### config.mk
export PLATFORM = sky130hd
export DESIGN_NAME = pueo_turfio_regs
export DESIGN_NICKNAME = d
export VERILOG_FILES = /design/src/hdl/turfio_bus_pkg.sv /design/src/hdl/turfio_reg_pkg.sv /design/src/hdl/turfio_bus_arbiter.sv /design/src/hdl/turfio_id_ctrl.sv /design/src/hdl/turfio_sync_count.sv /design/src/hdl/pueo_turfio_regs.sv
export VERILOG_INCLUDE_DIRS = /design/src /design/src/hdl
export SDC_FILE = /design/constraint.sdc
export NUM_CORES = 1
export LEC_CHECK = 0
export BUFFER_PORTS_ARGS = -buffer_cell sky130_fd_sc_hd__clkbuf_2
export CAP_MARGIN = 20
export CORE_UTILIZATION = 35
export DETAILED_ROUTE_END_ITERATION = 10
export HOLD_SLACK_MARGIN = 0.05
export PLACE_DENSITY_LB_ADDON = 0.08
export SLEW_MARGIN = 10
export SYNTH_ARGS = -nofsm -noshare
export SYNTH_HDL_FRONTEND = slang
export SYNTH_SLANG_ARGS = --single-unit
### constraint.sdc
create_clock -name init_clk -period 2.8 [get_ports init_clk]
set_input_delay 0.56 -clock init_clk [delete_from_list [all_inputs] [get_ports init_clk]]
set_output_delay 0.56 -clock init_clk [all_outputs]
set_load 0.02 [all_outputs]
### src/hdl/turfio_cfg.svh
`ifndef TURFIO_CFG_SVH
`define TURFIO_CFG_SVH

//////////////////////////////////////////////////
// Bus widths
//////////////////////////////////////////////////
// Master address, upper nibble picks the slave
`define TURFIO_ADDR_W 16
`define TURFIO_DATA_W 32
// Low address bits seen by a slave
`define TURFIO_OFFS_W 12

//////////////////////////////////////////////////
// Address map and constants
//////////////////////////////////////////////////
// Slave select values of addr[15:12]
`define TURFIO_SLV_ID 4'd0
`define TURFIO_SLV_SYNC 4'd1
// Read value for an unmapped slave select
`define TURFIO_BAD_DATA 32'hBADACCE5
// ASCII TFIO
`define TURFIO_IDENT 32'h5446_494F
// Date field zero, then major 0, minor 2, revision 20
`define TURFIO_VERSION 32'h0000_0214
// Sync period is 2**4 = 16 clocks
`define TURFIO_SYNC_PERIOD_W 4

`endif

### src/hdl/turfio_bus_pkg.sv
`include "turfio_cfg.svh"

package turfio_bus_pkg;

    // Master side address
    // Slave select lives in the top nibble
    typedef logic [`TURFIO_ADDR_W-1:0] bus_addr_t;

    // Read and write data, both directions
    typedef logic [`TURFIO_DATA_W-1:0] bus_data_t;

    // Register offset inside one slave
    typedef logic [`TURFIO_OFFS_W-1:0] reg_offs_t;

    // Arbiter FSM
    // IDLE picks a master, WAIT holds for the slave, DONE acks the master
    typedef enum logic [1:0] {
        ARB_IDLE,
        ARB_WAIT,
        ARB_DONE
    } arb_state_e;

endpackage

### src/hdl/turfio_reg_pkg.sv
`include "turfio_cfg.svh"

package turfio_reg_pkg;

    // Sync strobe position inside the 16 clock period
    typedef logic [`TURFIO_SYNC_PERIOD_W-1:0] sync_offs_t;

    // Free running clock count
    typedef logic [47:0] clk_count_t;

    // Id/ctrl slave register map
    typedef enum logic [`TURFIO_OFFS_W-1:0] {
        REG_IDENT     = `TURFIO_OFFS_W'(0),
        REG_VERSION   = `TURFIO_OFFS_W'(1),
        REG_CTRL      = `TURFIO_OFFS_W'(2),
        REG_SYNC_OFFS = `TURFIO_OFFS_W'(3)
    } reg_id_e;

    // Sync counter slave register map
    typedef enum logic [`TURFIO_OFFS_W-1:0] {
        REG_COUNT_LO = `TURFIO_OFFS_W'(0),
        REG_COUNT_HI = `TURFIO_OFFS_W'(1)
    } reg_sync_e;

endpackage

### src/hdl/turfio_bus_arbiter.sv
`timescale 1ns/10ps
`include "turfio_cfg.svh"

module turfio_bus_arbiter (
    input  logic                      reset_i,
    input  logic                      init_clk,
    // Gigabit command master
    input  logic                      gtp_cyc_i,
    input  logic                      gtp_we_i,
    input  turfio_bus_pkg::bus_addr_t gtp_addr_i,
    input  turfio_bus_pkg::bus_data_t gtp_wdata_i,
    output logic                      gtp_ack_o,
    output turfio_bus_pkg::bus_data_t gtp_rdata_o,
    // Debug master
    input  logic                      dbg_cyc_i,
    input  logic                      dbg_we_i,
    input  turfio_bus_pkg::bus_addr_t dbg_addr_i,
    input  turfio_bus_pkg::bus_data_t dbg_wdata_i,
    output logic                      dbg_ack_o,
    output turfio_bus_pkg::bus_data_t dbg_rdata_o,
    // Shared slave lines
    output logic                      bus_we_o,
    output turfio_bus_pkg::reg_offs_t bus_offs_o,
    output turfio_bus_pkg::bus_data_t bus_wdata_o,
    // Id/ctrl slave
    output logic                      id_stb_o,
    input  logic                      id_ack_i,
    input  turfio_bus_pkg::bus_data_t id_rdata_i,
    // Sync counter slave
    output logic                      sync_stb_o,
    input  logic                      sync_ack_i,
    input  turfio_bus_pkg::bus_data_t sync_rdata_i
);
    import turfio_bus_pkg::*;

    arb_state_e state_q;
    // Granted master while busy, last served master once idle
    logic       last_gtp_q;
    logic       pick_gtp;
    bus_addr_t  sel_addr;
    logic [`TURFIO_ADDR_W-`TURFIO_OFFS_W-1:0] sel_slv;
    logic       sel_mapped;
    // Strobes, plus a local stand-in slave for unmapped selects
    logic       id_stb_q;
    logic       sync_stb_q;
    logic       bad_stb_q;
    logic       bad_ack_q;
    // Latched request and answer
    logic       we_q;
    reg_offs_t  offs_q;
    bus_data_t  wdata_q;
    bus_data_t  rdata_q;

    //////////////////////////////////////////////////
    // Round robin pick and decode
    //////////////////////////////////////////////////
    // gtp wins alone, or on a tie when dbg went last
    assign pick_gtp = gtp_cyc_i && (!dbg_cyc_i || !last_gtp_q);
    assign sel_addr = pick_gtp ? gtp_addr_i : dbg_addr_i;
    assign sel_slv = sel_addr[`TURFIO_ADDR_W-1:`TURFIO_OFFS_W];
    assign sel_mapped = (sel_slv == `TURFIO_SLV_ID) || (sel_slv == `TURFIO_SLV_SYNC);

    //////////////////////////////////////////////////
    // FSM
    //////////////////////////////////////////////////
    always_ff @(posedge init_clk) begin
        if (reset_i) begin
            state_q    <= ARB_IDLE;
            last_gtp_q <= 1'b0;
            id_stb_q   <= 1'b0;
            sync_stb_q <= 1'b0;
            bad_stb_q  <= 1'b0;
            bad_ack_q  <= 1'b0;
        end else begin
            // Strobes last a single clock
            id_stb_q   <= 1'b0;
            sync_stb_q <= 1'b0;
            bad_stb_q  <= 1'b0;
            // Unmapped answer one clock after its strobe, like a real slave
            bad_ack_q  <= bad_stb_q;
            case (state_q)
                ARB_IDLE: begin
                    if (gtp_cyc_i || dbg_cyc_i) begin
                        last_gtp_q <= pick_gtp;
                        id_stb_q   <= (sel_slv == `TURFIO_SLV_ID);
                        sync_stb_q <= (sel_slv == `TURFIO_SLV_SYNC);
                        bad_stb_q  <= !sel_mapped;
                        state_q    <= ARB_WAIT;
                    end
                end
                ARB_WAIT: begin
                    if (id_ack_i || sync_ack_i || bad_ack_q) begin
                        state_q <= ARB_DONE;
                    end
                end
                // Ack pulse goes out here
                default: state_q <= ARB_IDLE;
            endcase
        end
    end

    // Request latch follows the pick until the FSM leaves idle
    always_ff @(posedge init_clk) begin
        if (state_q == ARB_IDLE) begin
            we_q    <= pick_gtp ? gtp_we_i : dbg_we_i;
            offs_q  <= sel_addr[`TURFIO_OFFS_W-1:0];
            wdata_q <= pick_gtp ? gtp_wdata_i : dbg_wdata_i;
        end
        // Last value taken in WAIT is the one handed to the master
        if (state_q == ARB_WAIT) begin
            if (id_ack_i) begin
                rdata_q <= id_rdata_i;
            end else if (sync_ack_i) begin
                rdata_q <= sync_rdata_i;
            end else begin
                rdata_q <= `TURFIO_BAD_DATA;
            end
        end
    end

    //////////////////////////////////////////////////
    // Outputs
    //////////////////////////////////////////////////
    assign bus_we_o    = we_q;
    assign bus_offs_o  = offs_q;
    assign bus_wdata_o = wdata_q;
    assign id_stb_o    = id_stb_q;
    assign sync_stb_o  = sync_stb_q;

    // Only the granted master sees ack and data
    assign gtp_ack_o   = (state_q == ARB_DONE) && last_gtp_q;
    assign dbg_ack_o   = (state_q == ARB_DONE) && !last_gtp_q;
    assign gtp_rdata_o = gtp_ack_o ? rdata_q : '0;
    assign dbg_rdata_o = dbg_ack_o ? rdata_q : '0;

endmodule

### src/hdl/turfio_id_ctrl.sv
`timescale 1ns/10ps
`include "turfio_cfg.svh"

module turfio_id_ctrl (
    input  logic                       reset_i,
    input  logic                       init_clk,
    // Register bus
    input  logic                       stb_i,
    input  logic                       we_i,
    input  turfio_bus_pkg::reg_offs_t  offs_i,
    input  turfio_bus_pkg::bus_data_t  wdata_i,
    output logic                       ack_o,
    output turfio_bus_pkg::bus_data_t  rdata_o,
    // Crate power control
    output logic                       enable_crate_o,
    output logic                       enable_3v3_o,
    // To the sync counter
    output turfio_reg_pkg::sync_offs_t sync_offset_o
);
    import turfio_bus_pkg::*;
    import turfio_reg_pkg::*;

    // Bit 0 crate enable, bit 1 3.3 V enable
    logic [1:0] ctrl_q;
    sync_offs_t sync_offs_q;
    bus_data_t  rdata_nxt;
    logic       wr_en;

    assign wr_en = stb_i && we_i;

    //////////////////////////////////////////////////
    // Read mux
    //////////////////////////////////////////////////
    always_comb begin
        rdata_nxt = '0;
        case (offs_i)
            REG_IDENT:     rdata_nxt = `TURFIO_IDENT;
            REG_VERSION:   rdata_nxt = `TURFIO_VERSION;
            REG_CTRL:      rdata_nxt[1:0] = ctrl_q;
            REG_SYNC_OFFS: rdata_nxt[`TURFIO_SYNC_PERIOD_W-1:0] = sync_offs_q;
            // Holes in the map read as zero
            default:       rdata_nxt = '0;
        endcase
    end

    //////////////////////////////////////////////////
    // Writable registers
    //////////////////////////////////////////////////
    always_ff @(posedge init_clk) begin
        if (reset_i) begin
            ack_o       <= 1'b0;
            ctrl_q      <= 2'b00;
            sync_offs_q <= '0;
        end else begin
            // Fixed single clock answer
            ack_o <= stb_i;
            if (wr_en) begin
                case (offs_i)
                    REG_CTRL:      ctrl_q <= wdata_i[1:0];
                    REG_SYNC_OFFS: sync_offs_q <= wdata_i[`TURFIO_SYNC_PERIOD_W-1:0];
                    // Ident, version and holes drop the write
                    default: ;
                endcase
            end
        end
    end

    // Read data is only looked at with ack
    always_ff @(posedge init_clk) begin
        if (stb_i) begin
            rdata_o <= rdata_nxt;
        end
    end

    assign enable_crate_o = ctrl_q[0];
    assign enable_3v3_o   = ctrl_q[1];
    assign sync_offset_o  = sync_offs_q;

endmodule

### src/hdl/turfio_sync_count.sv
`timescale 1ns/10ps
`include "turfio_cfg.svh"

module turfio_sync_count (
    input  logic                       reset_i,
    input  logic                       init_clk,
    // Register bus, read only
    input  logic                       stb_i,
    input  logic                       we_i,
    input  turfio_bus_pkg::reg_offs_t  offs_i,
    output logic                       ack_o,
    output turfio_bus_pkg::bus_data_t  rdata_o,
    // Sync position from the id/ctrl slave
    input  turfio_reg_pkg::sync_offs_t sync_offset_i,
    output logic                       sync_o
);
    import turfio_bus_pkg::*;
    import turfio_reg_pkg::*;

    // Count bits above the low data word
    localparam int HI_W = $bits(clk_count_t) - `TURFIO_DATA_W;

    clk_count_t      count_q;
    clk_count_t      count_nxt;
    logic [HI_W-1:0] shadow_q;
    logic            rd_en;
    bus_data_t       rdata_nxt;

    assign count_nxt = count_q + 1'b1;
    assign rd_en = stb_i && !we_i;

    //////////////////////////////////////////////////
    // Counter and sync strobe
    //////////////////////////////////////////////////
    always_ff @(posedge init_clk) begin
        if (reset_i) begin
            count_q <= '0;
            sync_o  <= 1'b0;
            ack_o   <= 1'b0;
        end else begin
            count_q <= count_nxt;
            // Compare ahead so sync_o lines up with count_q
            sync_o  <= (count_nxt[`TURFIO_SYNC_PERIOD_W-1:0] == sync_offset_i);
            // Writes still get acked, they just do nothing
            ack_o   <= stb_i;
        end
    end

    //////////////////////////////////////////////////
    // Coherent readout
    //////////////////////////////////////////////////
    always_comb begin
        rdata_nxt = '0;
        if (!we_i) begin
            case (offs_i)
                REG_COUNT_LO: rdata_nxt = count_q[`TURFIO_DATA_W-1:0];
                // Upper bits as they were at the last low read
                REG_COUNT_HI: rdata_nxt[HI_W-1:0] = shadow_q;
                default:      rdata_nxt = '0;
            endcase
        end
    end

    always_ff @(posedge init_clk) begin
        if (stb_i) begin
            rdata_o <= rdata_nxt;
        end
        // Low read freezes the upper half in the same clock
        if (rd_en && (offs_i == REG_COUNT_LO)) begin
            shadow_q <= count_q[$bits(clk_count_t)-1:`TURFIO_DATA_W];
        end
    end

endmodule

### src/hdl/pueo_turfio_regs.sv
`timescale 1ns/10ps

module pueo_turfio_regs (
    input  logic                      init_clk,
    input  logic                      reset_i,
    // Debug master
    input  logic                      dbg_cyc_i,
    input  logic                      dbg_we_i,
    input  turfio_bus_pkg::bus_addr_t dbg_addr_i,
    input  turfio_bus_pkg::bus_data_t dbg_wdata_i,
    output logic                      dbg_ack_o,
    output turfio_bus_pkg::bus_data_t dbg_rdata_o,
    // Gigabit command master
    input  logic                      gtp_cyc_i,
    input  logic                      gtp_we_i,
    input  turfio_bus_pkg::bus_addr_t gtp_addr_i,
    input  turfio_bus_pkg::bus_data_t gtp_wdata_i,
    output logic                      gtp_ack_o,
    output turfio_bus_pkg::bus_data_t gtp_rdata_o,
    // Crate control and sync
    output logic                      enable_crate_o,
    output logic                      enable_3v3_o,
    output logic                      sync_o
);
    import turfio_bus_pkg::*;
    import turfio_reg_pkg::*;

    // Shared slave lines
    logic       bus_we;
    reg_offs_t  bus_offs;
    bus_data_t  bus_wdata;
    // Per slave strobe and answer
    logic       id_stb;
    logic       id_ack;
    bus_data_t  id_rdata;
    logic       sync_stb;
    logic       sync_ack;
    bus_data_t  sync_rdata;
    // Id/ctrl to sync counter
    sync_offs_t sync_offset;

    turfio_bus_arbiter u_arbiter (
        .reset_i      (reset_i),
        .init_clk     (init_clk),
        .gtp_cyc_i    (gtp_cyc_i),
        .gtp_we_i     (gtp_we_i),
        .gtp_addr_i   (gtp_addr_i),
        .gtp_wdata_i  (gtp_wdata_i),
        .gtp_ack_o    (gtp_ack_o),
        .gtp_rdata_o  (gtp_rdata_o),
        .dbg_cyc_i    (dbg_cyc_i),
        .dbg_we_i     (dbg_we_i),
        .dbg_addr_i   (dbg_addr_i),
        .dbg_wdata_i  (dbg_wdata_i),
        .dbg_ack_o    (dbg_ack_o),
        .dbg_rdata_o  (dbg_rdata_o),
        .bus_we_o     (bus_we),
        .bus_offs_o   (bus_offs),
        .bus_wdata_o  (bus_wdata),
        .id_stb_o     (id_stb),
        .id_ack_i     (id_ack),
        .id_rdata_i   (id_rdata),
        .sync_stb_o   (sync_stb),
        .sync_ack_i   (sync_ack),
        .sync_rdata_i (sync_rdata)
    );

    // Slave 0
    turfio_id_ctrl u_id_ctrl (
        .reset_i        (reset_i),
        .init_clk       (init_clk),
        .stb_i          (id_stb),
        .we_i           (bus_we),
        .offs_i         (bus_offs),
        .wdata_i        (bus_wdata),
        .ack_o          (id_ack),
        .rdata_o        (id_rdata),
        .enable_crate_o (enable_crate_o),
        .enable_3v3_o   (enable_3v3_o),
        .sync_offset_o  (sync_offset)
    );

    // Slave 1, takes no write data
    turfio_sync_count u_sync_count (
        .reset_i       (reset_i),
        .init_clk      (init_clk),
        .stb_i         (sync_stb),
        .we_i          (bus_we),
        .offs_i        (bus_offs),
        .ack_o         (sync_ack),
        .rdata_o       (sync_rdata),
        .sync_offset_i (sync_offset),
        .sync_o        (sync_o)
    );

endmodule

Word-level counts from Yosys, hierarchy flattened
Cells that the tools add are included.
{"block": "totals", "regBits": 193, "input_bits": 102, "word_cells": 71}
{"block": "classes", "addsub": 1, "n_eq_ne": 9, "n_mux": 14, "n_bitwise": 3, "n_reduce_logical": 24}
{"op": "32-bit two-way mux", "n": 4}
{"op": "27-bit one-hot mux with 2 select lines", "n": 1}
{"op": "48-bit by 1-bit adder with 48-bit output, second input constant", "n": 1}
{"op": "16-bit one-hot mux with 2 select lines", "n": 1}
{"op": "12-bit by 2-bit equality test with 1-bit output, second input constant", "n": 2}
{"op": "16-bit two-way mux", "n": 1}
{"op": "12-bit by 1-bit equality test with 1-bit output, second input constant", "n": 1}
{"op": "12-bit zero test", "n": 1}
{"op": "2-bit one-hot mux with 3 select lines", "n": 2}
{"op": "2-bit AND reduction", "n": 4}
{"op": "1-bit logical AND", "n": 6}
{"op": "1-bit logical OR", "n": 5}
{"op": "4-bit by 1-bit equality test with 1-bit output, second input constant", "n": 1}
{"op": "4-bit equality test", "n": 1}
{"op": "1-bit zero test", "n": 4}
{"op": "4-bit zero test", "n": 1}
{"op": "2-bit two-way mux", "n": 2}
{"op": "4-bit two-way mux", "n": 1}
{"op": "2-bit by 1-bit != test with 1-bit output, second input constant", "n": 2}
{"op": "2-bit one-hot mux with 2 select lines", "n": 1}
{"op": "1-bit NOT", "n": 3}
{"op": "3-bit OR reduction", "n": 1}
{"op": "2-bit by 1-bit equality test with 1-bit output, second input constant", "n": 1}
{"op": "2-bit equality test, second input constant", "n": 1}
{"op": "other kinds (3)", "n": 3}

Depth between registers and ports, before layout
Gate-level depths: netlist (run 1).
{"block": "depth", "depth_word": 7, "depth_mapped": 8, "mapped_depth_nobuf": 5}

By module
A second synthesis (run 1) with hierarchy kept.
{"block": "hier_totals", "hier_cells": 788, "hier_area_um2": 9118.7}
{"module": "turfio_sync_count", "instances": 1, "cells_per_inst": 393, "area_each_um2": 4274.1}
{"module": "turfio_bus_arbiter", "instances": 1, "cells_per_inst": 310, "area_each_um2": 4021.4}
{"module": "turfio_id_ctrl", "instances": 1, "cells_per_inst": 85, "area_each_um2": 823.3}

Worst setup path before layout (run 1)
No wires, ideal clock.
{"block": "synth_timing", "path_type": "reg2reg", "start": "register u_arbiter.state_q[0]", "end": "register u_arbiter.rdata_q[0], enable pin", "t_arrival_ps": 1856, "t_required_ps": 2375, "path_slack_ps": 519, "path_stages_with_launch": 2, "n_path_buf": 0, "period_less_slack_ps": 2281, "cell_sequence": "dfxtp_1 > nor2b_1"}
{"block": "synth_via", "elab_chain_len": 1}
{"element": "from (decl)", "line_no": "turfio_bus_arbiter.sv:36", "text": "arb_state_e state_q;"}
{"element": "from (signal assigned)", "line_no": "turfio_bus_arbiter.sv:68", "text": "state_q <= ARB_IDLE;"}
{"element": "from (signal assigned)", "line_no": "turfio_bus_arbiter.sv:88", "text": "state_q <= ARB_WAIT;"}
{"element": "from (signal assigned)", "line_no": "turfio_bus_arbiter.sv:93", "text": "state_q <= ARB_DONE;"}
{"element": "2-bit by 1-bit equality test with 1-bit output", "line_no": "turfio_bus_arbiter.sv:110", "text": "if (state_q == ARB_WAIT) begin"}
{"element": "to (signal assigned)", "line_no": "turfio_bus_arbiter.sv:112", "text": "rdata_q <= id_rdata_i;"}
{"element": "to (signal assigned)", "line_no": "turfio_bus_arbiter.sv:114", "text": "rdata_q <= sync_rdata_i;"}
{"element": "to (signal assigned)", "line_no": "turfio_bus_arbiter.sv:116", "text": "rdata_q <= `TURFIO_BAD_DATA;"}
{"element": "to (decl)", "line_no": "turfio_bus_arbiter.sv:52", "text": "bus_data_t rdata_q;"}
Every way passes these cells.
A chain may end at the register's enable or synchronous reset.

Worst setup path after layout (run 1)
{"block": "layout_timing", "start": "register u_arbiter.last_gtp_q", "end": "output port gtp_rdata_o[26]"}
{"block": "layout_via", "elab_chain_len": 2}
{"element": "from (decl)", "line_no": "turfio_bus_arbiter.sv:38", "text": "logic last_gtp_q;"}
{"element": "from (signal assigned)", "line_no": "turfio_bus_arbiter.sv:84", "text": "last_gtp_q <= pick_gtp;"}
{"element": "1-bit logical AND", "line_no": "turfio_bus_arbiter.sv:131", "text": "assign gtp_ack_o = (state_q == ARB_DONE) && last_gtp_q;"}
{"element": "32-bit two-way mux", "line_no": "turfio_bus_arbiter.sv:133", "text": "assign gtp_rdata_o = gtp_ack_o ? rdata_q : '0;"}
{"element": "to (decl)", "line_no": "pueo_turfio_regs.sv:19", "text": "output turfio_bus_pkg::bus_data_t gtp_rdata_o,"}
Every way passes these cells.

==> impl_metrics.env, run 1 <==
export IMPL_outcome="finished, final reports clean"
export IMPL_slew_violations=0
export IMPL_hold_path_class="in2reg"
export IMPL_synth_edf_count=103
export IMPL_worst_pin_slew_ns=0.9198
export IMPL_drtAntennaViolNets=0
export IMPL_clkTransAtPathRegs_ns=0.07
export IMPL_p_per_area_nw_per_um2=595.2
export IMPL_io_buffers=114
export IMPL_maxSlewHeadroom=0.3868
export IMPL_p_total_mw=5.391
export IMPL_setup_tns_ns=0
export IMPL_grt_pass1_wl_um=26960
export IMPL_rsz0062_at_grt="no"
export IMPL_postCtsSetupBuffers=0
export IMPL_crit_fanout=33
export IMPL_synth_seq_area_share=0.5782
export IMPL_synth_warnings=0
export IMPL_yosysTopAreaCell="edfxtp_1"
export IMPL_vias_per_cell=5.074
export IMPL_via_count=5333
export IMPL_cts_buffer_depth=2
export IMPL_die_h_um=149.0
export IMPL_crit_arrival_ns=2.00
export IMPL_drt_iter0_markers=202
export IMPL_gp_congestion=0.7957
export IMPL_grt_ovfl_total=0
export IMPL_floorplan_initialDensity=0.3587
export IMPL_start_kind="flip-flop"
export IMPL_min_period_ns=2.557
export IMPL_antenna_found_initial=0
export IMPL_max_freq_ghz=0.3911
export IMPL_post_drt_wl_per_cell_um=15.55
export IMPL_dpl_hpwl_um=11830
export IMPL_track_usage=0.1553
export IMPL_reg2regPathDepth=5
export IMPL_synth_flop_cell="edfxtp_1"
export IMPL_skew_ns=0.008195
export IMPL_cts_root_buffer="clkbuf_16"
export IMPL_finalSetupViolCount=0
export IMPL_drive_gt1_frac=0.2448
export IMPL_ys_types=44
export IMPL_synthToLayoutAreaGrowth_pct=19.73
export IMPL_avgSynthCellArea_sq_um=11.51
export IMPL_coreArea_sq_um=21090
export IMPL_nets=866
export IMPL_ys_async_sr_fraction=0
export IMPL_critPathRequiredTime_ns=2.24
export IMPL_min_period_over_period=0.9132
export IMPL_die_area_sq_um=22210
export IMPL_syn_nets=760
export IMPL_cts_tree="done"
export IMPL_synthCells=657
export IMPL_antenna_cells=0
export IMPL_maxCapViolations=0
export IMPL_grt_max_degree=45
export IMPL_cts_sinks=167
export IMPL_hold_viol=0
export IMPL_cts_hold_fix_buffers=0
export IMPL_routed_wl_um=16340
export IMPL_dp_cells=1019
export IMPL_die_w_um=149.0
export IMPL_netlist_area_sq_um=7565
export IMPL_end_kind="output pin"
export IMPL_io_pins=171
export IMPL_grt_pass1_vias=5215
export IMPL_synth_area_leaders="edfxtp_1, dfxtp_1, and2_1"
export IMPL_synth_most_common_cell="edfxtp_1"
export IMPL_drc_errors=0
export IMPL_clock_latency_ns=0.43
export IMPL_dpl_cell_area_sq_um=8416
export IMPL_first_pass_iters=4
export IMPL_p_leak_nw=3.356
export IMPL_htreeDepth=4
export IMPL_vdd_ir_drop_worst_mv=0.4174
export IMPL_synth_top_area_frac=0.4089
export IMPL_final_area_sq_um=9057
export IMPL_critPathKind="reg2out"
export IMPL_finalNonFillerCells=1051
export IMPL_cts_repair_resized=0
export IMPL_final_core_util=0.4295
export IMPL_min_path_cells=2
export IMPL_cts_buffers=17
export IMPL_yosys_register_bits=167
export IMPL_yosys_top_cells_count="edfxtp_1, and2_1, dfxtp_1"
export IMPL_rows=53
export IMPL_n_fill_cell=1986
## state kept, by name, indices dropped and copies added, names as in the netlist
name                     cells
u_id_ctrl.ctrl_q             2
u_sync_count.sync_o          1
u_arbiter.id_stb_o           1
u_arbiter.rdata_q           32
u_arbiter.bad_ack_q          1
u_arbiter.bus_we_o           1
u_sync_count.shadow_q       16
u_arbiter.bad_stb_q          1
u_id_ctrl.sync_offset_o      4
u_sync_count.rdata_o        32
u_arbiter.bus_wdata_o        4
u_arbiter.state_q            2
u_arbiter.sync_stb_o         1
u_id_ctrl.ack_o              1
u_sync_count.ack_o           1
u_arbiter.bus_offs_o        12
u_sync_count.count_q        48
u_arbiter.last_gtp_q         1
u_id_ctrl.rdata_o            6
## final timing paths
path	end	slack, ns	from
setup / recovery	gtp_rdata_o[26]	0.24	u_arbiter.last_gtp_q
hold / removal	u_arbiter.last_gtp_q	0.39	dbg_cyc_i
setup reg to reg	u_sync_count.count_q[46]	0.35	u_sync_count.count_q[0]
hold reg to reg	u_sync_count.shadow_q[15]	0.45	u_sync_count.count_q[47]
## power by group
part	internal [mW]	switching [mW]
Sequential	2.66	0.0340
Clock	1.50	1.00
Combinational	0.0858	0.107
## area by class of cell
| type | count | area, sq um | area share |
|---|---|---|---|
| repair buffers | 129 | 695.7 | 0.07681 |
| multi-input cells | 427 | 2923 | 0.3227 |
| flip-flops and latches | 167 | 4374 | 0.4829 |
| inverters | 21 | 78.83 | 0.008703 |
| clock inverters | 13 | 177.7 | 0.01962 |
| clock buffers | 19 | 464.2 | 0.05125 |
| well taps | 275 | 344.1 | 0.03799 |
## layout by cell type (no fill, tap or decap), drive strengths merged, types with 7 or more instances in the layout
| cell | Yosys | final |
|---|---|---|
| a21oi | 47 | 47 |
| a22o | 24 | 24 |
| and2 | 85 | 85 |
| and4 | 12 | 12 |
| buf | 15 | 15 |
| clkbuf | 27 | 133 |
| dfxtp | 64 | 64 |
| edfxtp | 103 | 103 |
| inv | 21 | 27 |
| mux2 | 26 | 26 |
| mux2i | 7 | 7 |
| nand2 | 17 | 17 |
| nand2b | 7 | 7 |
| nand3 | 19 | 19 |
| nand4 | 20 | 20 |
| nor2 | 30 | 30 |
| nor2b | 16 | 16 |
| nor4 | 18 | 18 |
| o31ai | 22 | 22 |
| or4 | 22 | 22 |
| xor2 | 7 | 7 |
## metal layers
metal,part of all wire,GRT usage
met1,0.49,0.2084
met2,0.46,0.2453
met4,0.020,0.06582
met3,0.031,0.02875
met5,0,0
## critical path, stage by stage (launching register included)
cell and delay, ns:
dfxtp_1 0.43, and3b_1 0.73, and2_1 0.24, clkbuf_2 0.17
## logic make-up after synthesis
logic type                 Yosys count  share of synthesized area
and+or+nand+nor                    271                     0.2248
DFF                                167                     0.5782
AOI/OAI and AO/OA                  109                    0.09477
buffers and inverters               63                    0.03755
muxes                               33                    0.04797
xor gates and xnor gates            13                    0.01505
adders and majority gates            1                   0.001654
## per-stage QoR
stage	worst slack [ns]	hold WS (ns)
2_1_floorplan	0.5190	0.4138
3_3_place_gp	0.4870	0.4271
3_5_place_dp	0.4686	0.4455
4_1_cts	0.1686	0.3758
5_1_grt	0.03870	0.3996
6_report	0.2429	0.3938
(Power assumes the default switching activity.)
==> run 2, diff against run 1 <==
- CORE_MARGIN: unset -> 3
==> impl_metrics.env, run 2 (synthesis results as in run 1) <==
export IMPL_outcome="finished, final reports clean"
export IMPL_setup_tns_ns=0
export IMPL_grt_max_degree=35
export IMPL_maxCapViolations=0
export IMPL_coreArea_sq_um=21150
export IMPL_drc_errors=0
export IMPL_routed_wl_um=16550
export IMPL_crit_fanout=33
export IMPL_largest_reg_flops=48
export IMPL_r2r_setup_slack_ns=0.47
export IMPL_cts_tree="done"
export IMPL_grt_pass1_wl_um=27580
export IMPL_dpl_hpwl_um=12170
export IMPL_n_fill_cell=1995
export IMPL_slowest_stage="and3b_1"
export IMPL_worst_pin_slew_ns=0.8060
export IMPL_io_buffers=114
export IMPL_p_per_area_nw_per_um2=572.0
export IMPL_antenna_cells=0
export IMPL_maxSlewHeadroom=0.4627
export IMPL_min_period_over_period=0.9026
export IMPL_cp_buffers_inverters=1
export IMPL_die_h_um=153.0
export IMPL_min_from="dbg_cyc_i"
export IMPL_die_area_sq_um=23410
export IMPL_skew_ns=0.01019
export IMPL_via_count=5309
export IMPL_min_period_ns=2.527
export IMPL_start_kind="flip-flop"
export IMPL_floorplan_initialDensity=0.3576
export IMPL_cts_hold_fix_buffers=0
export IMPL_post_drt_wl_per_cell_um=15.73
export IMPL_cts_buffer_depth=2
export IMPL_first_pass_iters=4
export IMPL_drtAntennaViolNets=0
export IMPL_end_kind="output pin"
export IMPL_top_regs="u_sync_count.count_q: 48 flops, u_arbiter.rdata_q: 32 flops, u_sync_count.rdata_o: 32 flops"
export IMPL_drt_iter0_markers=213
export IMPL_crit_arrival_ns=1.97
export IMPL_grt_ovfl_total=0
export IMPL_critPathRequiredTime_ns=2.24
export IMPL_clock_latency_ns=0.42
export IMPL_antenna_found_initial=0
export IMPL_finalNonFillerCells=1052
export IMPL_vdd_ir_drop_worst_mv=0.4529
export IMPL_cts_sinks=167
export IMPL_hold_path_class="in2reg"
export IMPL_rows=53
export IMPL_rsz0062_at_grt="no"
export IMPL_cpLargestDelayFamily="simple AND/OR/NAND/NOR gates"
export IMPL_rr_endpoint="u_sync_count.count_q[42]"
export IMPL_clkTransAtPathRegs_ns=0.07
export IMPL_crit_chain="and3b_1 -> and2_1 -> clkbuf_2"
export IMPL_final_core_util=0.4249
export IMPL_reg2regPathDepth=5
export IMPL_hold_viol=0
export IMPL_hold_ws_ns=0.4111
export IMPL_nets=867
export IMPL_drive_gt1_frac=0.2458
export IMPL_postCtsSetupBuffers=0
export IMPL_min_path_cells=2
export IMPL_dp_cells=1020
export IMPL_htreeDepth=4
export IMPL_final_common_cell="clkbuf_2"
export IMPL_slowest_delay_ns=0.72
export IMPL_final_cell_mix="clkbuf_2, edfxtp_1, and2_1"
export IMPL_vias_per_cell=5.047
export IMPL_r2r_start="u_sync_count.count_q[0]"
export IMPL_slew_violations=0
export IMPL_cts_repair_resized=0
export IMPL_cts_buffers=17
export IMPL_grt_pass1_vias=5181
export IMPL_gp_congestion=0.8256
export IMPL_io_pins=171
export IMPL_synthToLayoutAreaGrowth_pct=18.81
export IMPL_track_usage=0.1444
export IMPL_finalSetupViolCount=0
export IMPL_p_leak_nw=3.327
export IMPL_critPathKind="reg2out"
export IMPL_max_freq_ghz=0.3957
export IMPL_regMostFlops="u_sync_count.count_q"
export IMPL_cts_root_buffer="clkbuf_16"
export IMPL_die_w_um=153.0
export IMPL_min_to="u_arbiter.last_gtp_q"
==> run 2: power breakdown <==
group	total (mW)	leakage, nW	switching, mW	internal [mW]
combinational	0.189	1.65	0.106	0.0834
clock	2.26	0.279	1.07	1.19
sequential	2.69	1.39	0.0345	2.66
total	5.14	3.33	1.21	3.93
==> run 2: layer usage <==
metal,vias to the layer above,global-route usage,share of wire
met5,-,0,0
met4,0,0.04200,0.0063
met3,9,0.03029,0.046
met2,130,0.2268,0.47
met1,2518,0.2028,0.48
li1,2652,-,-
==> run 2: layout make-up <==
cell class,instances,area (sq um),share of cell area
Sequential cell,167,4374,0.4867
Clock inverter,15,151.4,0.01685
Timing Repair Buffer,130,690.7,0.07685
Inverter,21,78.83,0.008771
Multi-Input combinational cell,427,2923,0.3252
Clock buffer,17,425.4,0.04733
Tap cell,275,344.1,0.03828
==> run 2: worst max path at each step <==
stage | from | end | slack [ns] | cells after the start
after detailed placement | u_sync_count.count_q[0] | u_sync_count.count_q[42] | 0.46 | 5
after floorplan | u_arbiter.state_q[0] | u_arbiter.rdata_q[0] | 0.52 | 1
after global placement | u_sync_count.count_q[0] | u_sync_count.count_q[42] | 0.49 | 5
after CTS | u_arbiter.last_gtp_q | gtp_rdata_o[19] | 0.23 | 3
after global routing | u_arbiter.state_q[1] | gtp_rdata_o[25] | 0.04 | 3
final | u_arbiter.last_gtp_q | gtp_rdata_o[19] | 0.27 | 3
==> run 2: worst register-to-register path: stages (launching register included) <==
cell and delay [ns]:
dfxtp_1 0.46, ha_1 0.25, and4_1 0.40, nand4_2 0.34, nor4_1 0.43, mux2_1 0.35
==> run 2: per-stage QoR <==
step | total power [mW] | setup WS [ns] | instance area (sq um)
finish | 5.141 | 0.2727 | 8987
global route | 5.342 | 0.04406 | 8987
CTS | 5.209 | 0.2259 | 8987
detailed placement | 2.941 | 0.4594 | 8411
global placement | 2.933 | 0.4930 | 8411
floorplan | 2.859 | 0.5190 | 7565
==> run 3, diff against run 2 <==
--- a/config.mk
+++ b/config.mk
@@ -15,2 +15,3 @@
 export PLACE_DENSITY_LB_ADDON = 0.08
+export SETUP_SLACK_MARGIN = 0.1
 export SLEW_MARGIN = 10
==> constraint.sdc (replaced) <==
create_clock -name init_clk -period 2.8 [get_ports init_clk]
set_input_delay 0.14 -clock init_clk [delete_from_list [all_inputs] [get_ports init_clk]]
set_output_delay 0.14 -clock init_clk [all_outputs]
set_load 0.02 [all_outputs]
==> impl_metrics.env, run 3 (synthesis results as in run 1) <==
export IMPL_antenna_cells=0
export IMPL_min_period_over_period=0.8287
export IMPL_vias_per_cell=4.979
export IMPL_p_total_mw=5.315
export IMPL_hold_path_class="in2reg"
export IMPL_drive_gt1_frac=0.2310
export IMPL_first_pass_iters=4
export IMPL_worst_pin_slew_ns=0.9067
export IMPL_place_ws_ns=0.4831
export IMPL_floorplan_initialDensity=0.3576
export IMPL_drt_iter0_markers=252
export IMPL_setup_ws_ns=0.4796
export IMPL_antenna_found_initial=0
export IMPL_reg2regPathDepth=5
export IMPL_top_regs="u_sync_count.count_q: 48 flops, u_arbiter.rdata_q: 32 flops, u_sync_count.rdata_o: 32 flops"
export IMPL_cts_buffer_depth=2
export IMPL_slew_violations=0
export IMPL_min_period_ns=2.320
export IMPL_p_leak_nw=3.492
export IMPL_cts_buffers=17
export IMPL_io_buffers=114
export IMPL_path_depth=5
export IMPL_rsz0062_at_grt="no"
export IMPL_hold_ws_ns=0.07106
export IMPL_regMostFlops="u_sync_count.count_q"
export IMPL_final_cell_mix="clkbuf_2, edfxtp_1, and2_1"
export IMPL_outcome="finished, final reports clean"
export IMPL_crit_chain="ha_1 -> and4_1 -> nand4_2 -> nor4_1 -> mux2_1"
export IMPL_slowest_stage="dfxtp_1"
export IMPL_vdd_ir_drop_worst_mv=0.4063
export IMPL_synthToLayoutAreaGrowth_pct=24.05
export IMPL_cts_sinks=167
export IMPL_grt_max_degree=47
export IMPL_nets=904
export IMPL_crit_fanout=8
export IMPL_hold_viol=0
export IMPL_grt_pass1_wl_um=27630
export IMPL_clkTransAtPathRegs_ns=0.06
export IMPL_final_area_sq_um=9384
export IMPL_routed_wl_um=17030
export IMPL_maxCapViolations=0
export IMPL_n_fill_cell=1985
export IMPL_rows=53
export IMPL_dpl_cell_area_sq_um=8403
export IMPL_clock_latency_ns=0.42
export IMPL_cpLargestDelayFamily="simple AND/OR/NAND/NOR gates"
export IMPL_die_h_um=153.0
export IMPL_skew_ns=0.01032
export IMPL_critPathKind="reg2reg"
export IMPL_p_per_area_nw_per_um2=566.4
export IMPL_io_pins=171
export IMPL_final_core_util=0.4436
export IMPL_drtAntennaViolNets=0
export IMPL_drc_errors=0
export IMPL_final_common_cell="clkbuf_2"
export IMPL_post_drt_wl_per_cell_um=15.64
export IMPL_end_kind="flip-flop"
export IMPL_cts_tree="done"
export IMPL_die_w_um=153.0
export IMPL_max_freq_ghz=0.4310
export IMPL_start_kind="flip-flop"
export IMPL_min_path_cells=3
export IMPL_dp_cells=1019
export IMPL_via_count=5422
export IMPL_maxSlewHeadroom=0.3955
export IMPL_crit_arrival_ns=2.62
export IMPL_setup_tns_ns=0
export IMPL_finalNonFillerCells=1089
export IMPL_track_usage=0.1453
export IMPL_coreArea_sq_um=21150
export IMPL_dpl_hpwl_um=12210
export IMPL_finalSetupViolCount=0
export IMPL_slowest_delay_ns=0.45
export IMPL_critPathRequiredTime_ns=3.10
export IMPL_cts_repair_resized=0
export IMPL_largest_reg_flops=48
export IMPL_gp_congestion=0.8398
export IMPL_die_area_sq_um=23410
export IMPL_grt_ovfl_total=0
export IMPL_cts_root_buffer="clkbuf_16"
export IMPL_cp_buffers_inverters=0
export IMPL_htreeDepth=4
export IMPL_grt_pass1_vias=5274
## run 3: cell count changes in the layout (fill, tap and decap cells not counted), sizes merged
cell / delta
inv: -5
dlygate4sd3: +38
buf: -1
bufinv: +3
clkinv: +1
clkbuf: +1
## run 3: repair_timing
action / 4_1_cts / 5_1_grt
endpoints found under the hold margin: 20 / 0
hold buffers: 38 / 0
buffers inserted: 0 / 0
setup endpoints to repair: 0 / 0
## run 3: final timing paths
check                          start                  endpoint  slack [ns]
max          u_sync_count.count_q[0]  u_sync_count.count_q[46]        0.48
min reg2reg      u_arbiter.bad_stb_q       u_arbiter.bad_ack_q        0.45
min                   gtp_addr_i[12]        u_arbiter.id_stb_o        0.07
max reg2reg  u_sync_count.count_q[0]  u_sync_count.count_q[46]        0.48
## run 3: report_power, final
| part | switching [mW] | internal (mW) | leakage, nW |
|---|---|---|---|
| clock | 0.964 | 1.41 | 0.289 |
| sequential | 0.0337 | 2.66 | 1.39 |
| combinational | 0.117 | 0.130 | 1.81 |
| total | 1.12 | 4.20 | 3.49 |
## run 3: layer usage
metal  vias to the layer above  GRT usage  part of all wire
li1                       2726          -                 -
met1                      2544     0.2021              0.48
met2                       129     0.2251              0.45
met3                        23    0.02775             0.043
met4                         0    0.05770             0.020
met5                         -          0                 0
## run 3: layout make-up
cell class	count	area, sq um	area share
Sequential cell	167	4374	0.4661
Multi-Input combinational cell	427	2923	0.3115
Clock buffer	18	429.2	0.04573
Timing Repair Buffer	167	1064	0.1133
Clock inverter	14	171.4	0.01827
Inverter	21	78.83	0.008400
Tap cell	275	344.1	0.03667
## run 3: worst min-delay path, delay by kind of cell
family	cells	cell delay (ns)
simple gates	1	0.14
buf+inv	1	0.08
mux	1	0.08
